### src/rxdp_mode_pkg.sv
/*
 * RX datapath adapter mode definitions
 * Transfer-mode encodings, marker-bit select width and the
 * word alignment lock patterns for half and quarter rate
 */
package rxdp_mode_pkg;

   // ************************************************
   // Transfer modes
   // ************************************************
   typedef enum logic [1:0] {
      FIFO_1X = 2'b00,   // Full rate, one word per entry
      FIFO_2X = 2'b01,   // Half rate, two beats per entry
      FIFO_4X = 2'b10,   // Quarter rate, four beats per entry
      REG_MOD = 2'b11    // Register mode, same as full rate
   } fifo_mode_e;

   // ************************************************
   // Word alignment
   // ************************************************
   // Marker select covers word bits 79..76 and 39
   localparam int MK_WIDTH = 5;

   localparam int HIST_LEN = 12;  // Marker history depth

   // Newest marker in bit 0
   localparam logic [HIST_LEN-1:0] LOCK_PAT_4X = 12'h111;  // Every fourth beat
   localparam logic [5:0]          LOCK_PAT_2X = 6'h15;    // Every second beat

endpackage

### src/rxdp_fifo_pkg.sv
/*
 * RX datapath adapter FIFO geometry
 * Word and entry widths, depth and the shared entry count type
 */
package rxdp_fifo_pkg;

   // ************************************************
   // Widths
   // ************************************************
   localparam int DWIDTH = 80;          // Incoming word, one quarter of an entry
   localparam int HWIDTH = 40;          // Gen1 half-rate half word
   localparam int EWIDTH = 4 * DWIDTH;  // Packed entry, 320 bits

   // ************************************************
   // Depth
   // ************************************************
   localparam int AWIDTH = 4;
   localparam int DEPTH  = 1 << AWIDTH;  // 16 entries

   // Entry count, wraps past DEPTH-1
   typedef logic [AWIDTH-1:0] count_t;

endpackage

### src/rxdp_marker_lock.sv
/*
 * RX adapter word alignment lock
 * Marker bit extraction, marker history and sticky lock flag
 */
`timescale 1ns/1ns

module rxdp_marker_lock
   import rxdp_mode_pkg::*;
   import rxdp_fifo_pkg::*;
(
   input  logic                wr_clk,
   input  logic                wr_rst_n,
   input  logic [DWIDTH-1:0]   wr_data,
   input  logic [MK_WIDTH-1:0] r_mkbit,      // Marker select, bits 79..76 and 39
   input  fifo_mode_e          r_fifo_mode,
   input  logic                r_wa_en,
   output logic                wa_lock       // Sticky until reset
);

   logic                mk_bit;
   logic [HIST_LEN-1:0] mk_hist;        // Oldest marker in the top bit
   logic [HIST_LEN-1:0] mk_hist_next;
   logic                lock_hit;

   assign mk_bit       = |({wr_data[79:76], wr_data[39]} & r_mkbit);
   assign mk_hist_next = {mk_hist[HIST_LEN-2:0], mk_bit};

   // Pattern compare on the history including this beat
   always_comb begin
      case (r_fifo_mode)
         FIFO_4X: lock_hit = (mk_hist_next == LOCK_PAT_4X);
         FIFO_2X: lock_hit = (mk_hist_next[5:0] == LOCK_PAT_2X);
         default: lock_hit = 1'b1;   // No marker needed
      endcase
   end

   // ************************************************
   // History and lock
   // ************************************************
   always_ff @(posedge wr_clk) begin
      if (!wr_rst_n) begin
         mk_hist <= '0;
         wa_lock <= 1'b0;
      end else if (r_wa_en) begin
         mk_hist <= mk_hist_next;          // Shifts every cycle
         wa_lock <= wa_lock | lock_hit;
      end
   end

endmodule

### config.mk
export PLATFORM = sky130hd
export DESIGN_NAME = rxdp_marker_lock
export DESIGN_NICKNAME = d
export VERILOG_FILES = /design/src/rxdp_mode_pkg.sv /design/src/rxdp_fifo_pkg.sv /design/src/rxdp_marker_lock.sv
export SDC_FILE = /design/constraint.sdc
export NUM_CORES = 1
export LEC_CHECK = 0
export BUFFER_PORTS_ARGS = -buffer_cell sky130_fd_sc_hd__clkbuf_2
export CORE_UTILIZATION = 28
export CTS_BUF_LIST = sky130_fd_sc_hd__clkbuf_8 sky130_fd_sc_hd__clkbuf_16
export DETAILED_ROUTE_END_ITERATION = 12
export PLACE_DENSITY = 0.83
export SLEW_MARGIN = 10
export SYNTH_ARGS = -nofsm -noshare
export SYNTH_HDL_FRONTEND = slang
export SYNTH_SLANG_ARGS = --single-unit
### constraint.sdc
create_clock -name wr_clk -period 1.45 [get_ports wr_clk]
set_input_delay 0.0725 -clock wr_clk [delete_from_list [all_inputs] [get_ports wr_clk]]
set_output_delay 0.0725 -clock wr_clk [all_outputs]
set_load 0.01 [all_outputs]
### After elaboration in Yosys (flattened, before gate mapping)

Cells that the tools add are included.

* add/sub/neg operators: 0
* multipliers: 0
* divide/modulo/power cells: 0
* order comparisons: 0
* equality and inequality tests: 4
* shifts and indexed selects: 0
* mux-type cells: 1
* bitwise gates (word level): 2
* reductions and logical operators: 1

Operator list (number)
* $eq 12x9->1 const B: 1
* $eq 6x5->1 const B: 1
* $and 5x5->5: 1
* $reduce_or 5->1: 1
* $eq 2x1->1 const B: 1
* $eq 2x2->1 const B: 1
* $pmux 1 s2: 1
* $or 1x1->1: 1

* register bits: 12
* bits in latches: 0
* bits in writable memories: 0
* memory bits (read-only): 0
* memories kept: 0

### Depth between registers and ports, before layout

Gate-level depths: netlist of the first run.

* depth in word-level cells: 5
* mapped depth: 5
* mapped depth without buffers: 5

### Worst setup path after synthesis of the first run

OpenSTA, ideal clock, no wires.

* kind: reg-to-reg
* from: register mk_hist[4]
* to: register wa_lock
* library setup time: 0.075 ns
* data arrival time: 0.761 ns
* required time: 1.375 ns
* path slack: 0.614 ns
* cell stages (with the launch flop): 4
* buffers on the path: 0
* period minus slack after synthesis: 0.836 ns
* path through: dfxtp_1 -> nand4bb_1 -> a211o_1 -> o22ai_1

* word-level cells in the longest chain between the ends: 3
* elaborated cells between the ends (all ways): 4
* those cells by class: eq/ne: 2; mux: 1; bitwise: 1

Ends and longest elaborated chain
* start, declared: line rxdp_marker_lock.sv:21 `logic [HIST_LEN-1:0] mk_hist;`
* start signal, assigned: line rxdp_marker_lock.sv:45 `mk_hist <= mk_hist_next;`
* $eq 12x9->1 / $eq 6x5->1 (equally long branches): line rxdp_marker_lock.sv:31, rxdp_marker_lock.sv:32
* $pmux 1 s2 (*): line rxdp_marker_lock.sv:30 `case (r_fifo_mode)`
* $or 1x1->1 (*): line rxdp_marker_lock.sv:46 `wa_lock <= wa_lock | lock_hit;`
* end signal, assigned: line rxdp_marker_lock.sv:46
* end, declared: line rxdp_marker_lock.sv:17 `output logic wa_lock`

Every way passes the cells marked *; elsewhere a longest branch is shown, timed or not.
A chain may end at the register's enable or synchronous reset.

### Worst setup path in the final report of the first run

* from: register mk_hist[1]
* to: register wa_lock

The elaborated chain is that of the path after synthesis.

==> results.ini, run 1 <==
[sta]
finalHoldViolations = 0
hold_slack_ns = 0.2035
max_slew.worst_pin.slew_ns = 0.3856
slew_violations = 0
tns_ns = 0
fin_skew_ns = 0.003568
grt_setup_unrepaired = false
relSlewSlack_pct = 74.29
fin_crit_ns = 0.9444
finalSetupViolations = 0
finalCritPeriodShare_pct = 65.13
fmax_mhz = 1059

[pwr]
p_per_area_mw_per_mm2 = 1063
leakage_nw = 0.3048
ir_drop_mv = 0.3412

[finish]
stdcell_count = 92
mostFrequentLayoutCells = clkbuf_2 (15), dfxtp_1 (12), nor2_1 (11)
final_util_pct = 37.42
mostFrequentLayoutCell = clkbuf_2
nNetsFinal = 161
final_area_um2 = 653.1
drive_above_1_share_pct = 26.87
area_delta_synth_final_pct = 23.70
diodes = 0

[synthesis]
syn_area_per_cell_um2 = 10.15
synthDistinctLibCells = 18
syn_inst = 52
ys_seq_area_share_pct = 45.50
synth_warnings = 0
netlist_top_cells_area = dfxtp_1 (45%), mux2i_1 (19%), nor2_1 (7.8%), ha_1 (4.7%), a22oi_1 (2.8%)
synth.net_count = 144
synth_top_area_share_pct = 45.50
syn_area_um2 = 528.0
ys_ff_latch = 12
yosys.area.top_type = dfxtp_1

[worst_setup_path]
cp_max_fo = 4
critPathBufInv = 0
crit_arrival_ns = 1.10
required_ns = 1.61
critical-path-top-delay-family = flip-flops
path_class = reg2reg
worstPathCellList = nor4_1, a22oi_1, o22ai_1
cp-end-kind = flip-flop
crit_path_start_kind = flip-flop
slowest_stage = dfxtp_1
max_stage_delay_ns = 0.33

[routing]
vias = 415
dr.pass1.iters = 4
totalWireLength_um = 1053
drtIter0Drc = 1
via_per_inst = 4.511
postRouteAntennaNets = 0
wl_per_cell_um = 11.45
drc = 0

[global_routing]
grt_pass1_wl_um = 1662
antenna_found_initial = 0
grt_max_degree = 15
grtUsageTotal_pct = 12.31
grt_overflow_total = 0
grt_pass1_vias = 414

[place]
gp_congestion = 0.8167
portBuffers = 15
place_area_um2 = 611.8
numPlacedInstances = 89

[clock_network]
cts_buffers = 3
numClockSinks = 12
clk_latency_ns = 0.23
h-tree-depth = 1
postCtsHoldBufs = 0
cts_setup_buffers = 0
cts_resized = 0
clk_pin_slew_ns = 0.05
cts.path.max_buffers = 2
cts_tree = done
cts_root_buffer = clkbuf_8

[die]
placementRows = 15
die-area_mm2 = 0.002063
pin_count = 91
chipHeight_um = 45.43
core-area_mm2 = 0.001745
initial_utilization_pct = 30.25
die_w_um = 45.43

[hold_path]
min_path_type = in2reg

[outcome]
status = finished clean

[job]
drv_cap = 0

[layout make-up]
type / count / area [um2]
Fill cell: 181 / 1092
Multi-Input combinational cell: 34 / 254.0
Sequential cell: 12 / 240.2
Timing Repair Buffer: 15 / 75.07
Clock buffer: 3 / 41.29
Tap cell: 25 / 31.28
Inverter: 3 / 11.26
[sequential cells by signal, summed over array words and instances, names as in the netlist]
name / flops
mk_hist: 11
wa_lock: 1
[synth_stat cells]
library cell and count:
o22ai_1 1, a222oi_1 1, mux2i_1 10, nor4_1 1, a311oi_1 1, nand2b_1 1, a21oi_1 1, a22oi_1 2
nand4bb_1 1, dfxtp_1 12, a211o_1 1, nor2_1 11, clkbuf_1 1, buf_4 1, nor4bb_1 1, buf_6 1
ha_1 2, inv_1 3
[logic make-up after synthesis]
group	Yosys count	share of synthesized area, %
simple gates	15	14.22
mux	10	18.96
fa+ha+maj	2	4.739
buf+inv	6	6.398
compound gates	7	10.19
flops	12	45.50
[path summary, 6_finish.rpt]
check / end / cells after the start / start / slack, ns
max reg2reg: wa_lock$_SDFFE_PN0P_ / 3 / mk_hist[1]$_SDFFE_PN0P_ / 0.51
min: wa_lock$_SDFFE_PN0P_ / 4 / wr_rst_n / 0.20
max: wa_lock$_SDFFE_PN0P_ / 3 / mk_hist[1]$_SDFFE_PN0P_ / 0.51
min reg2reg: mk_hist[10]$_SDFFE_PN0P_ / 2 / mk_hist[10]$_SDFFE_PN0P_ / 0.52
[report_power, final]
group	internal [W]	switching (W)	leakage, nW
registers	0.000338	0.00000566	0.0973
clock network	0.000181	0.000104	0.0216
logic	0.0000330	0.0000317	0.186
[metrics by stage]
| stage | power [W] | worst slack, ns |
|---|---|---|
| 2_1_floorplan | 0.0003900 | 0.6143 |
| 3_3_place_gp | 0.0004132 | 0.4884 |
| 3_5_place_dp | 0.0004150 | 0.4643 |
| 4_1_cts | 0.0007083 | 0.5069 |
| 5_1_grt | 0.0007242 | 0.4420 |
| 6_report | 0.0006942 | 0.5056 |
[worst reg2reg max path: stages (launching register included)]
cell     delay (ns)
dfxtp_1        0.33
nor4_1         0.31
a22oi_1        0.11
o22ai_1        0.13
[routing by layer]
metal,up-vias,global-route usage (%),wire length (um)
li1,214,-,-
met1,191,11.03,405
met2,6,20.57,581
met3,4,4.762,32
met4,0,12.12,35
met5,-,0,0
Note: power is estimated with default switching activity, not from simulation.
==> inputs of run 2 (changes only) <==
Settings changed: ABC_AREA set to 1, CORE_UTILIZATION 28 to 27, PLACE_DENSITY 0.83 to 0.79.
Clock period 1.45 ns to 0.95 ns, I/O delays scaled along.
==> run 2 against run 1 <==
Compared with the run above: synthesized area up 4.0%; core utilization up 1.5 points; register-to-register slack worse by 0.47 ns; clock-buffer cell count up 1; power rose by 80%; fmax increased by 3.1%; sequential share of layout area decreased by 2.6 points; critical path type unchanged; critical endpoint unchanged; highest routed layer unchanged.
==> results.ini, run 2 <==
[sta]
fin_skew_ns = 0.002719
finalSetupViolations = 0
grt_setup_unrepaired = true
relSlewSlack_pct = 82.91
finalHoldViolations = 0
slew_violations = 0
fmax_mhz = 1092
fin_crit_ns = 0.9159
finalCritPeriodShare_pct = 96.41
max_slew.worst_pin.slew_ns = 0.2564
fin_ws_ns = 0.03413
hold_slack_ns = 0.1538

[pwr]
combPwrFrac_pct = 11.9
clock_power_share_pct = 43.3
ir_drop_mv = 0.9500
p_switching_w = 0.0002769
power.internal_w = 0.0009750
swShare_pct = 22.12
pwr-share-seq_pct = 44.8
leakage_nw = 0.3554
p_per_area_mw_per_mm2 = 1765
power.total_w = 0.001252

[synthesis]
yosysMostFrequentCell = nor2_1
ys_seq_area_share_pct = 43.74
synth.net_count = 168
netlist_top_cells_area = dfxtp_1 (44%), nor2_1 (12%), o21ai_0 (9.1%), nand2_1 (8.2%), inv_1 (6.2%)
synth_enable_flop_cells = 0
syn_area_um2 = 549.3
syn_area_per_cell_um2 = 7.227
synth_flop_cell = dfxtp_1
async_flop_share_pct = 0
synth_warnings = 0
syn_inst = 76
ys_ff_latch = 12
synthDistinctLibCells = 15
synth_top_area_share_pct = 43.74
yosys.area.top_type = dfxtp_1
synth_common_cells = nor2_1 (17), dfxtp_1 (12), nand2_1 (12)

[clock_network]
clk_pin_slew_ns = 0.05
clk_latency_ns = 0.24
cts_buffers = 3
cts_tree = done
postCtsHoldBufs = 0
cts_root_buffer = clkbuf_8
numClockSinks = 12
h-tree-depth = 1
cts.path.max_buffers = 2
cts_setup_buffers = 0

[finish]
multi_input_area_um2 = 252.7
seqCellArea_um2 = 242.7
top_regs = mk_hist x11, wa_lock x1
diodes = 0
mostFrequentLayoutCells = nor2_1 (17), clkbuf_2 (15), nand2_1 (12)
mostFrequentLayoutCell = nor2_1
drive_above_1_share_pct = 29.47
area_delta_synth_final_pct = 29.16
largest_reg_flops = 11
top_register = mk_hist
fillCellCount = 205
nNetsFinal = 188

[global_routing]
grt_pass1_vias = 429
antenna_found_initial = 0
grt_pass1_wl_um = 1621
grtUsageTotal_pct = 10.85
grt_max_degree = 15
grt_overflow_total = 0

[routing]
postRouteAntennaNets = 0
wl_per_cell_um = 8.392
vias = 496
totalWireLength_um = 1007
dr.pass1.iters = 4
drc = 0
via_per_inst = 4.133
drtIter0Drc = 9

[hold_path]
min_path_cells = 3
min_path_type = in2reg
hold_path_startpoint = wr_rst_n
hold_path_end = wa_lock$_SDFFE_PN0P_

[worst_setup_path]
r2r_slack_ns = 0.03
worstReg2RegStart = mk_hist[5]$_SDFFE_PN0P_
cp_max_fo = 3
crit_arrival_ns = 1.09
required_ns = 1.13
cp-end-kind = flip-flop
path_class = reg2reg
r2r-end = wa_lock$_SDFFE_PN0P_
worstRegToRegCells = 7
crit_path_start_kind = flip-flop

[die]
chipHeight_um = 47.11
pin_count = 91
initial_utilization_pct = 30.17
die_w_um = 47.11
core-area_mm2 = 0.001821
placementRows = 15
die-area_mm2 = 0.002219

[outcome]
status = finished clean

[place]
portBuffers = 15
dpl_worst_slack_ns = 0.01108
gp_congestion = 0.7018
hpwl_um = 781.2

[job]
drv_cap = 0

## run 2: power groups by stage
| stage | Sequential, W | Combinational, W | Clock (W) |
|---|---|---|---|
| global route | 0.000564 | 0.000175 | 0.000586 |
| finish | 0.000561 | 0.000149 | 0.000542 |
| global placement | 0.000567 | 0.000146 | 0 |
| CTS | 0.000559 | 0.000152 | 0.000562 |
| floorplan | 0.000566 | 0.0000969 | 0 |
| detailed placement | 0.000569 | 0.000151 | 0 |
## run 2: worst max path at each step
| stage | to | depth (start not counted) | slack (ns) | startpoint |
|---|---|---|---|---|
| floorplan | wa_lock$_SDFFE_PN0P_ | 8 | 0.1 | mk_hist[3]$_SDFFE_PN0P_ |
| global placement | wa_lock$_SDFFE_PN0P_ | 7 | 0.03 | mk_hist[5]$_SDFFE_PN0P_ |
| detailed placement | wa_lock$_SDFFE_PN0P_ | 8 | 0.01 | mk_hist[3]$_SDFFE_PN0P_ |
| CTS | wa_lock$_SDFFE_PN0P_ | 8 | 0.009 | mk_hist[3]$_SDFFE_PN0P_ |
| global route | wa_lock$_SDFFE_PN0P_ | 7 | -0.10 | mk_hist[10]$_SDFFE_PN0P_ |
| finish | wa_lock$_SDFFE_PN0P_ | 7 | 0.03 | mk_hist[5]$_SDFFE_PN0P_ |
## run 2: cells by family (layout without fill, tap and decap cells)
group | after synthesis | count (layout) | synth area share, %
AO/OA/AOI/OAI | 17 | 17 | 17.77
AND/OR/NAND/NOR | 33 | 33 | 23.69
buffers and inverters | 12 | 31 | 10.25
adder cells (fa/ha/maj) | 2 | 2 | 4.555
flip-flops | 12 | 12 | 43.74
## run 2: per-layer routing
metal	up-vias	wire length (um)	global-route usage (%)	share of wire, %
met1	206	545	13.55	54
met2	11	401	16.94	40
met3	2	43	2.308	4.3
li1	277	-	-	-
met5	-	0	0	0
met4	0	17	6.857	1.7
## run 2: critical path: stages, from the launching register on
cell      delay (ns)
dfxtp_2         0.32
nor2_1          0.09
nand2_1         0.07
o21bai_2        0.10
nand2_1         0.06
nand2_1         0.05
nand2_1         0.05
a21oi_2         0.11
## run 2: through the flow
stage | util [%] | setup TNS, ns | std cells | instance area [um2]
after detailed placement | 35.81 | 0 | 116 | 651.9
after floorplan | - | 0 | 76 | 549.3
after CTS | 38.83 | 0 | 120 | 706.9
final | 38.97 | 0 | 120 | 709.4
after global placement | 35.81 | 0 | 116 | 651.9
after global routing | 38.97 | -0.1004 | 120 | 709.4
## run 2: repair_timing
action	in CTS	in global routing
hold endpoints to repair	0	0
resized for setup	0	3
setup endpoints to repair	1	1
pin swaps	1	1
## run 2: final cells by class
cell class | instances | share of cell area [%]
timing repair buffer | 17 | 12.70
inverter | 10 | 5.291
tap | 25 | 4.409
clock buffer | 4 | 7.760
multi-input combinational | 52 | 35.63
sequential | 12 | 34.22
