==> src/rxdp_fifo_pkg.sv <==
/*
 * RX datapath adapter FIFO geometry
 * Word and entry widths, depth and the shared entry count type
 */
package rxdp_fifo_pkg;

   // ************************************************
   // Widths
   // ************************************************
   localparam int DWIDTH = 80;          // Incoming word, one quarter of an entry
   localparam int HWIDTH = 40;          // Gen1 half-rate half word
   localparam int EWIDTH = 4 * DWIDTH;  // Packed entry, 320 bits

   // ************************************************
   // Depth
   // ************************************************
   localparam int AWIDTH = 4;
   localparam int DEPTH  = 1 << AWIDTH;  // 16 entries

   // Entry count, wraps past DEPTH-1
   typedef logic [AWIDTH-1:0] count_t;

endpackage

==> src/rxdp_fifo_flags.sv <==
/*
 * RX adapter FIFO fill flags
 * Registered threshold compare of an entry count, one instance per domain
 */
`timescale 1ns/1ns

module rxdp_fifo_flags
   import rxdp_fifo_pkg::*;
(
   input  logic   clk,       // Local domain clock
   input  logic   rst_n,     // Local domain reset, synchronous
   input  count_t count,     // Local entry count
   input  count_t r_empty,
   input  count_t r_pempty,
   input  count_t r_full,
   input  count_t r_pfull,
   output logic   empty,
   output logic   pempty,
   output logic   full,
   output logic   pfull
);

   // ************************************************
   // Threshold compare
   // ************************************************
   always_ff @(posedge clk) begin
      if (!rst_n) begin
         // Empty after reset
         empty  <= 1'b1;
         pempty <= 1'b1;
         full   <= 1'b0;
         pfull  <= 1'b0;
      end else begin
         empty  <= (count <= r_empty);   // At or below empty mark
         pempty <= (count <= r_pempty);
         full   <= (count >= r_full);    // At or above full mark
         pfull  <= (count >= r_pfull);
      end
   end

endmodule

==> config.mk <==
export PLATFORM = sky130hd
export DESIGN_NAME = rxdp_fifo_flags
export DESIGN_NICKNAME = d
export VERILOG_FILES = /design/src/rxdp_fifo_pkg.sv /design/src/rxdp_fifo_flags.sv
export SDC_FILE = /design/constraint.sdc
export NUM_CORES = 1
export LEC_CHECK = 0
export BUFFER_PORTS_ARGS = -buffer_cell sky130_fd_sc_hd__clkbuf_2
export CAP_MARGIN = 20
export CORE_AREA = 2 2 39 41
export CTS_CLUSTER_DIAMETER = 120
export DETAILED_ROUTE_END_ITERATION = 8
export DIE_AREA = 0 0 41 43
export PLACE_DENSITY = 0.67
export SYNTH_ARGS = -nofsm -noshare
export SYNTH_HDL_FRONTEND = slang
export SYNTH_SLANG_ARGS = --single-unit
==> constraint.sdc <==
create_clock -name clk -period 1.08 [get_ports clk]
set_input_delay 0.054 -clock clk [delete_from_list [all_inputs] [get_ports clk]]
set_output_delay 0.054 -clock clk [all_outputs]
set_load 0.02 [all_outputs]
After elaboration in Yosys (flattened, before gate mapping)
Cells that the tools add are included.

$lt $le $gt $ge: 4.

Operators with widths (number): $ge A4 B4 Y1 (2); $le A4 B4 Y1 (2).

Register bits: 4. Output and inout bits: 4. Input bits: 22.

Longest topological paths before layout
Gate-level depths: netlist of the first run.

Depth in word-level cells: 1. Mapped depth: 5.

Worst setup path before layout of the first run
OpenSTA, ideal clock, no wires.

Kind: input to register. From: in r_empty[1]. To: reg empty. Library setup time: 0.114 ns. Buffers on the path: 0. Stages: 5. Path slack: 0.278 ns. Required time: 0.966 ns. Data arrival time: 0.688 ns. Cells stage by stage: inv_1 > ha_1 > nor2b_4 > o211ai_2 > a21o_1.

Longest elaborated chain between the ends: 1.

RTL lines: start: declaration (RTL line rxdp_fifo_flags.sv:13) `input count_t r_empty,`; $le A4 B4 Y1 (RTL line rxdp_fifo_flags.sv:34) `empty <= (count <= r_empty);`; end signal: assignment (RTL line rxdp_fifo_flags.sv:34); end: declaration (RTL line rxdp_fifo_flags.sv:17) `output logic empty,`.

No other way between the ends. A chain may end at the register's enable or synchronous reset.

Worst setup path after layout of the first run
From: reg full. To: out full.

RTL lines: start: declaration (RTL line rxdp_fifo_flags.sv:19) `output logic full,`; start signal: assignment (RTL line rxdp_fifo_flags.sv:36) `full <= (count >= r_full);`.

No word-level cell between the ends.

==> flow_summary_export.csv, run 1 <==
group,metric,value,unit
power,p_int,0.395,mW
clock_network,cts-root-buf,"clkbuf_4",
critical_path,cp_slowest_cell,"dfxtp_1",
yosys,yosys_warnings,0,
route,via_per_inst,4.58,
route,drc,0,
final_layout,layout-drive-gt1-share,37.6,%
route,firstDrtPassIters,2,
job,maxCapViolCount,0,
route,wl_per_cell,10.3,um
power,powerDensity,878,nW/um^2
yosys,syn_inst,57,
power,comb_power_share,38.0,%
route,postRouteAntennaNets,0,
critical_path,endpoint_kind,"primary output",
clock_network,cts_buffers,3,
timing,setup_violations,0,
floorplanning,dieWidth,41,um
timing,fmax,1.32,GHz
critical_path,crit_arrival,0.70,ns
critical_path,cp_cell_sequence,"clkbuf_2",
clock_network,cts_setup_buffers,0,
power,pwr-share-seq,28.9,%
yosys,postSynthAreaPerCell,8.54,um^2
outcome,outcome,"completed",
final_layout,design_area,654,um^2
timing,hold_viol,0,
final_layout,area_delta_synth_final,34.4,%
hold_path,hp-class,"in2reg",
yosys,synthDistinctLibCells,12,
yosys,ys_seq_elements,4,
critical_path,worstPathBufferInverterCount,1,
route,vias,463,
timing,tightest_slew,0.165,ns
floorplanning,ios,26,
placement,numPortBuffers,25,
power,p_leak,0.412,nW
critical_path,startpoint_type,"register",
floorplanning,chipHeight,43,um
power,p_sw_share,31.2,%
clock_network,cts_sinks,4,
critical_path,path_max_fanout,1,
placement,gp_congestion,0.780,
floorplanning,die_area,1760,um^2
global_routing,grt_pass1_vias,445,
final_layout,nFillCells,147,
floorplanning,coreArea,1380,um^2
floorplanning,start_util,35.2,%
clock_network,cts.repair.resized,0,
timing,rsz0062_at_grt,"false",
critical_path,crit_type,"reg2out",
clock_network,cts.htree.levels,1,
yosys,yosysSeqAreaShare,16.5,%
final_layout,fin_nets,125,
critical_path,critPathRequiredTime,1.03,ns
timing,fin_tns_setup,0,ns
placement,hpwlAfterDp,928,um
placement,placed_cell_area,632,um^2
route,drtIter0Drc,1,
yosys,synthesis.nets,95,
power,vdd_drop_max,326,uV
global_routing,antenna_found_initial,0,
power,power.switching,0.179,mW
clock_network,clk_pin_slew_worst_paths,0.04,ns
power,clkPwrFrac,33.1,%
route,routed_wl,1040,um
timing,finalCritPeriodShare,70.2,%
timing,drv_slew,0,
clock_network,clock_path_buffers,2,
critical_path,crit_family,"flip-flops",
global_routing,grt_pass1_wl,1660,um
floorplanning,rows,14,
final_layout,diodes,0,
critical_path,cpPeakStageDelay,0.31,ns
global_routing,grt_usage,14.7,%
global_routing,gr-total-overflow,0,
timing,slew_headroom,89.0,%
clock_network,cts_tree,"done",
timing,period_needed,0.758,ns
power,power,0.574,mW
global_routing,grt_max_degree,5,
yosys,syn_area,487,um^2
clock_network,cts_hold_buffers,0,
metal layers:
layer / track usage, % / share of wire, % / wire length [um]
met1: 15.3 / 43 / 446
met2: 23.4 / 47 / 491
met3: 3.14 / 6.6 / 68
met4: 12.0 / 3.0 / 31
met5: 0 / 0 / 0
registers in the layout, summed over array words and instances (netlist names):
name / cells
pempty: 1
empty: 1
pfull: 1
full: 1
cell usage after synthesis, drive strengths merged:
library cell   n  area (um^2)
o211ai         2         25.0
o21ai          4         20.0
a21oi          4         20.0
nand4          2         12.5
nor2b          2         27.5
inv           13         48.8
ha            16          200
a21o           4         30.0
nand2          2         7.51
nor2           4         15.0
dfxtp          4         80.1
area by class of cell:
class                   instances  area [um^2]  area share, %
clock buffers                   3         22.5           3.44
multi-input cells              40          358           54.7
flip-flops and latches          4         80.1           12.2
well taps                      16         20.0           3.06
inverters                      13         48.8           7.46
repair buffers                 25          125           19.1
power by group through the flow:
| stage | logic [mW] | clock network, mW | registers, mW |
|---|---|---|---|
| global route | 0.249 | 0.213 | 0.167 |
| floorplan | 0.120 | 0 | 0.186 |
| detailed placement | 0.222 | 0 | 0.169 |
| global placement | 0.215 | 0 | 0.168 |
| CTS | 0.223 | 0.196 | 0.166 |
| finish | 0.218 | 0.190 | 0.166 |
layout by cell type (no fill, tap or decap):
| master | Yosys | routed |
|---|---|---|
| a21o_1 | 4 | 4 |
| a21oi_1 | 4 | 4 |
| clkbuf_2 | 0 | 25 |
| clkbuf_4 | 0 | 3 |
| dfxtp_1 | 4 | 4 |
| ha_1 | 16 | 16 |
| inv_1 | 13 | 13 |
| nand2_1 | 2 | 2 |
| nand4_1 | 2 | 2 |
| nor2_1 | 4 | 4 |
| nor2b_4 | 2 | 2 |
| o211ai_2 | 2 | 2 |
| o21ai_0 | 2 | 2 |
| o21ai_1 | 2 | 2 |
through the flow:
step                hold WS (ns)  utilization, %  std cells  setup WS [ns]
floorplan                  0.187               -         57          0.278
global placement           0.336            45.7         98          0.120
detailed placement         0.339            45.7         98         0.0810
CTS                       0.0861            47.3        101          0.313
global route              0.0863            47.3        101          0.279
finish                    0.0906            47.3        101          0.322
cell families (layout without fill, tap and decap cells):
group	Yosys count	count (layout)	synth area share, %
adder cells (fa/ha/maj)	16	16	41.1
AND/OR/NAND/NOR	10	10	12.9
flip-flops	4	4	16.5
AO/OA/AOI/OAI	14	14	19.5
buffers and inverters	13	41	10.0
worst paths after layout:
kind | cells after the start | startpoint | to | slack, ns
setup / recovery | 1 | full | full | 0.32
hold / removal | 3 | rst_n | full | 0.09
Note: power is estimated with default switching activity, not from simulation.
==> inputs of run 2 (changes only) <==
--- a/config.mk
+++ b/config.mk
@@ -5,13 +5,14 @@
 export SDC_FILE = /design/constraint.sdc
 export NUM_CORES = 1
 export LEC_CHECK = 0
+export ABC_AREA = 1
 export BUFFER_PORTS_ARGS = -buffer_cell sky130_fd_sc_hd__clkbuf_2
 export CAP_MARGIN = 20
 export CORE_AREA = 2 2 39 41
 export CTS_CLUSTER_DIAMETER = 120
 export DETAILED_ROUTE_END_ITERATION = 8
 export DIE_AREA = 0 0 41 43
-export PLACE_DENSITY = 0.67
+export PLACE_DENSITY = 0.69
 export SYNTH_ARGS = -nofsm -noshare
 export SYNTH_HDL_FRONTEND = slang
 export SYNTH_SLANG_ARGS = --single-unit
==> constraint.sdc (replaced) <==
create_clock -name clk -period 0.8 [get_ports clk]
set_input_delay 0.04 -clock clk [delete_from_list [all_inputs] [get_ports clk]]
set_output_delay 0.04 -clock clk [all_outputs]
set_load 0.02 [all_outputs]
==> run 2 against run 1 <==
  * Synthesized cell count is 30% higher
  * Final area is 5.5% higher
  * Clock power rose by 34%
  * Die area did not move
  * Utilization is 2.6 points higher
  * Routed wire length increased by 2.7%
  * Critical endpoint is now pfull
==> flow_summary_export.csv, run 2 <==
group,metric,value,unit
yosys,synth_top_area_cell,"ha_1",
placement,hpwlAfterDp,906,um
clock_network,cts_sinks,4,
clock_network,cts.htree.levels,1,
yosys,synthMuxAreaShare,0,%
yosys,netlist.area_leader.share,39.2,%
power,vdd_drop_max,358,uV
route,drtIter0Drc,12,
yosys,synth_top_family_by_area,"adder cells",
critical_path,crit_type,"reg2out",
timing,finalCritPeriodShare,91.9,%
critical_path,crit_cells,1,
route,drc,0,
floorplanning,die_area,1760,um^2
placement,gp_congestion,0.743,
clock_network,cts_buffers,3,
timing,drv_slew,0,
critical_path,path_max_fanout,1,
global_routing,grt_pass1_wl,1880,um
job,maxCapViolCount,0,
global_routing,gr-total-overflow,0,
final_layout,layout_common_cells,"inv_1 (26), clkbuf_2 (25), ha_1 (15)",
global_routing,grt_pass1_vias,486,
final_layout,area_delta_synth_final,35.3,%
yosys,yosys_warnings,0,
yosys,async_reset_ff_share,0,%
yosys,syn_area,510,um^2
timing,fin_ws,0.0651,ns
critical_path,endpoint_kind,"primary output",
clock_network,clock_path_buffers,2,
route,postRouteAntennaNets,0,
yosys,synth-main-ff-cell,"dfxtp_1",
yosys,synth-adder-area-share,39.2,%
timing,period_needed,0.735,ns
critical_path,cp_cell_sequence,"clkbuf_2",
timing,slew_headroom,89.7,%
yosys,syn_inst,74,
final_layout,stdcell_count,118,
global_routing,grt_max_degree,5,
hold_path,min_path_cells,3,
clock_network,cts-root-buf,"clkbuf_4",
yosys,synthesis.nets,112,
placement,numPortBuffers,25,
floorplanning,ios,26,
route,routed_wl,1070,um
clock_network,cts_setup_buffers,0,
critical_path,crit_arrival,0.69,ns
yosys,yosysSeqAreaShare,15.7,%
final_layout,fin_nets,142,
timing,tightest_slew,0.154,ns
yosys,synth_top_cells_by_area,"ha_1 (39%), inv_1 (19%), dfxtp_1 (16%), nand2_1 (8.8%), a21oi_1 (5.9%)",
critical_path,startpoint_type,"register",
critical_path,worstPathBufferInverterCount,1,
final_layout,finish.utilization,49.9,%
outcome,outcome,"completed",
final_layout,layout-drive-gt1-share,30.4,%
yosys,synth_edf_count,0,
critical_path,cpPeakStageDelay,0.30,ns
floorplanning,start_util,36.9,%
placement,post-place-ws,-0.166,ns
yosys,synth_compound_area_share,10.3,%
floorplanning,coreArea,1380,um^2
timing,fmax,1.36,GHz
critical_path,critPathRequiredTime,0.76,ns
yosys,synthDistinctLibCells,10,
critical_path,crit_family,"flip-flops",
power,powerDensity,1140,nW/um^2
yosys,postSynthAreaPerCell,6.90,um^2
timing,setup_violations,0,
yosys,synth_simple_gate_area_share,15.7,%
global_routing,grt_usage,15.7,%
yosys,synthXorXnorAreaFrac,0,%
yosys,yosysMostFrequentCell,"inv_1",
timing,whs,0.0356,ns
route,firstDrtPassIters,3,
global_routing,antenna_found_initial,0,
floorplanning,rows,14,
power,p_leak,0.470,nW
timing,hold_viol,0,
route,wl_per_cell,9.03,um
route,vias,513,
placement,dpl.cell_count,115,
floorplanning,chipHeight,43,um
yosys,ys_top_cells_by_count,"inv_1 (26), ha_1 (16), nand2_1 (12), a21oi_1 (6), dfxtp_1 (4)",
clock_network,cts_tree,"done",
floorplanning,dieWidth,41,um
critical_path,cp_slowest_cell,"dfxtp_1",
timing,rsz0062_at_grt,"true",
yosys,ys_seq_elements,4,
hold_path,hp-class,"in2reg",
final_layout,final_common_cell,"inv_1",
final_layout,diodes,0,
route,via_per_inst,4.35,
clock_network,clk_pin_slew_worst_paths,0.04,ns
[run 2: cell count changes in the layout (fill, tap and decap cells not counted), moves of 4 or more]
cell	before	now
nand2_1	2	12
inv_1	13	26
nor2_1	4	0
a21o_1	4	0
[run 2: cell type report]
type / count / area [um^2]
sequential: 4 / 80.1
timing repair buffer: 25 / 125
fill: 154 / 693
multi-input combinational: 44 / 345
clock buffer: 3 / 22.5
tap: 16 / 20.0
inverter: 26 / 97.6
[run 2: power breakdown]
part	switching, mW	leakage (nW)	internal, mW
Sequential	0.00399	0.0333	0.220
Clock	0.0862	0.0138	0.168
Combinational	0.168	0.423	0.141
Total	0.258	0.470	0.529
[run 2: through the flow]
| step | power, mW | setup TNS (ns) | area, um^2 |
|---|---|---|---|
| 4_1_cts | 0.792 | 0 | 678 |
| 5_1_grt | 0.865 | -0.00355 | 691 |
| 3_3_place_gp | 0.523 | -0.565 | 656 |
| 6_report | 0.787 | 0 | 691 |
| 3_5_place_dp | 0.530 | -0.571 | 656 |
| 2_1_floorplan | 0.417 | 0 | 510 |
[run 2: what timing repair did]
item / 4_1_cts / 5_1_grt
hold buffers: 0 / 0
setup endpoints to repair: 0 / 1
gates resized for setup: 0 / 1
[run 2: path summary, 6_finish.rpt]
| check | start | end | slack (ns) |
|---|---|---|---|
| worst max-delay path | pfull | pfull | 0.07 |
| worst min-delay path | rst_n | pfull | 0.04 |
[run 2: cells by family after synthesis]
family / Yosys count
AND/OR/NAND/NOR: 18
buffers and inverters: 26
adder cells (fa/ha/maj): 16
AO/OA/AOI/OAI: 10
flip-flops: 4
[run 2: routing by layer]
metal	track usage, %	wire, um	up-vias	share of wire (%)
met5	0	0	-	0
met4	8.00	18	0	1.7
met3	3.14	66	3	6.2
met2	26.3	533	17	50
met1	17.5	448	205	42
li1	-	-	288	-
[run 2: worst min-delay path: stages]
cell and delay [ns]:
clkbuf_2 0.11, nand2_1 0.05, inv_1 0.04
==> inputs of run 3 (changes only) <==
--- a/config.mk
+++ b/config.mk
@@ -8,11 +8,10 @@
 export ABC_AREA = 1
 export BUFFER_PORTS_ARGS = -buffer_cell sky130_fd_sc_hd__clkbuf_2
 export CAP_MARGIN = 20
-export CORE_AREA = 2 2 39 41
+export CORE_MARGIN = 2
+export CORE_UTILIZATION = 32
 export CTS_CLUSTER_DIAMETER = 120
 export DETAILED_ROUTE_END_ITERATION = 8
-export DIE_AREA = 0 0 41 43
-export PLACE_DENSITY = 0.69
 export SYNTH_ARGS = -nofsm -noshare
 export SYNTH_HDL_FRONTEND = slang
 export SYNTH_SLANG_ARGS = --single-unit
==> run 3 against run 2 <==
  * Routed wire length is 2.1% higher
  * Via count rose by 2.5%
  * Count of clock-buffer cells in the layout unchanged
  * Die area grew 9.5%
  * Sequential power barely moved
  * Flip-flop and latch count unchanged
  * Largest power group unchanged
==> flow_summary_export.csv, run 3 (synthesis gave the netlist of run 2 again) <==
group,metric,value,unit
critical_path,crit_top_cell,"nand2_1",
route,wl_per_cell,9.22,um
power,p_leak,0.470,nW
route,drc,0,
job,maxCapViolCount,0,
timing,hold_viol,0,
route,via_per_inst,4.46,
power,power,0.784,mW
global_routing,grt_pass1_vias,493,
placement,hpwlAfterDp,965,um
final_layout,fin_nets,142,
floorplanning,die_area,1930,um^2
timing,tightest_slew,0.195,ns
critical_path,crit_type,"in2reg",
timing,slew_headroom,87.0,%
outcome,outcome,"completed",
clock_network,clock_path_buffers,2,
floorplanning,chipHeight,43.9,um
critical_path,startpoint_type,"input port",
floorplanning,coreArea,1510,um^2
global_routing,antenna_found_initial,0,
power,vdd_drop_max,405,uV
clock_network,cts_sinks,4,
critical_path,path_max_fanout,4,
timing,fin_ws,0.0635,ns
final_layout,stdcell_count,118,
route,vias,526,
global_routing,grt_usage,13.1,%
route,routed_wl,1090,um
critical_path,cpPeakStageDelay,0.34,ns
timing,finalCritPeriodShare,92.1,%
critical_path,endpoint_kind,"register",
critical_path,crit_arrival,0.85,ns
placement,dpl.cell_count,115,
floorplanning,start_util,33.9,%
timing,drv_slew,0,
timing,fmax,1.36,GHz
global_routing,grt_pass1_wl,1820,um
placement,numPortBuffers,25,
power,powerDensity,1110,nW/um^2
route,firstDrtPassIters,2,
floorplanning,rows,14,
floorplanning,ios,26,
clock_network,cts_setup_buffers,0,
global_routing,gr-total-overflow,0,
global_routing,grt_max_degree,5,
floorplanning,dieWidth,43.9,um
timing,period_needed,0.737,ns
clock_network,cts_tree,"done",
clock_network,cts.htree.levels,1,
clock_network,clk_pin_slew_worst_paths,0.04,ns
hold_path,hp-class,"in2reg",
timing,whs,0.0404,ns
final_layout,area_delta_synth_final,38.5,%
route,drtIter0Drc,2,
final_layout,layout_common_cells,"inv_1 (26), clkbuf_2 (25), ha_1 (14)",
timing,setup_violations,0,
final_layout,layout-drive-gt1-share,32.4,%
final_layout,finish.utilization,46.9,%
placement,gp_congestion,0.731,
placement,post-place-ws,-0.167,ns
final_layout,final_common_cell,"inv_1",
route,postRouteAntennaNets,0,
critical_path,cp_cell_sequence,"clkbuf_2 -> ha_1 -> nand2_1 -> inv_1 -> a31oi_1 -> nand2_1",
critical_path,cp_slowest_cell,"ha_1",
clock_network,cts_buffers,3,
critical_path,critPathRequiredTime,0.92,ns
final_layout,diodes,0,
clock_network,cts-root-buf,"clkbuf_4",
==> run 3: where the power goes <==
group          internal (mW)  switching, mW  leakage (nW)
Sequential             0.221        0.00521        0.0333
Clock                  0.167         0.0733        0.0138
Combinational          0.146          0.172         0.423
==> run 3: worst max-delay path, delay by kind of cell <==
family | cells | cell delay, ns
buffers and inverters | 2 | 0.21
AND/OR/NAND/NOR | 2 | 0.14
adder cells (fa/ha/maj) | 1 | 0.34
AO/OA/AOI/OAI | 1 | 0.12
==> run 3: layout make-up <==
cell class / count / area [um^2]
timing repair buffer: 25 / 125
clock buffer: 3 / 22.5
fill: 166 / 800
inverter: 26 / 97.6
sequential: 4 / 80.1
multi-input combinational: 44 / 362
tap: 16 / 20.0
==> run 3: final timing paths <==
path,to,slack [ns],from,cells past startpoint
max,pempty,0.06,count[3],6
min,full,0.04,rst_n,3
==> run 3: stage by stage <==
| step | TNS [ns] | cell area, um^2 |
|---|---|---|
| final | 0 | 707 |
| after global routing | -0.000746 | 707 |
| after CTS | 0 | 678 |
| after detailed placement | -0.572 | 656 |
| after global placement | -0.558 | 656 |
| after floorplan | 0 | 510 |
==> run 3: what timing repair did <==
action | CTS | global route
gates resized for setup | 0 | 3
hold buffers | 0 | 0
setup endpoints to repair | 0 | 2
==> run 3: layer usage <==
layer	vias up	GRT usage, %	part of all wire [%]
met1	218	14.3	43
met3	0	3.75	5.7
met5	-	0	0
met2	18	23.5	51
li1	290	-	-
met4	0	5.45	0
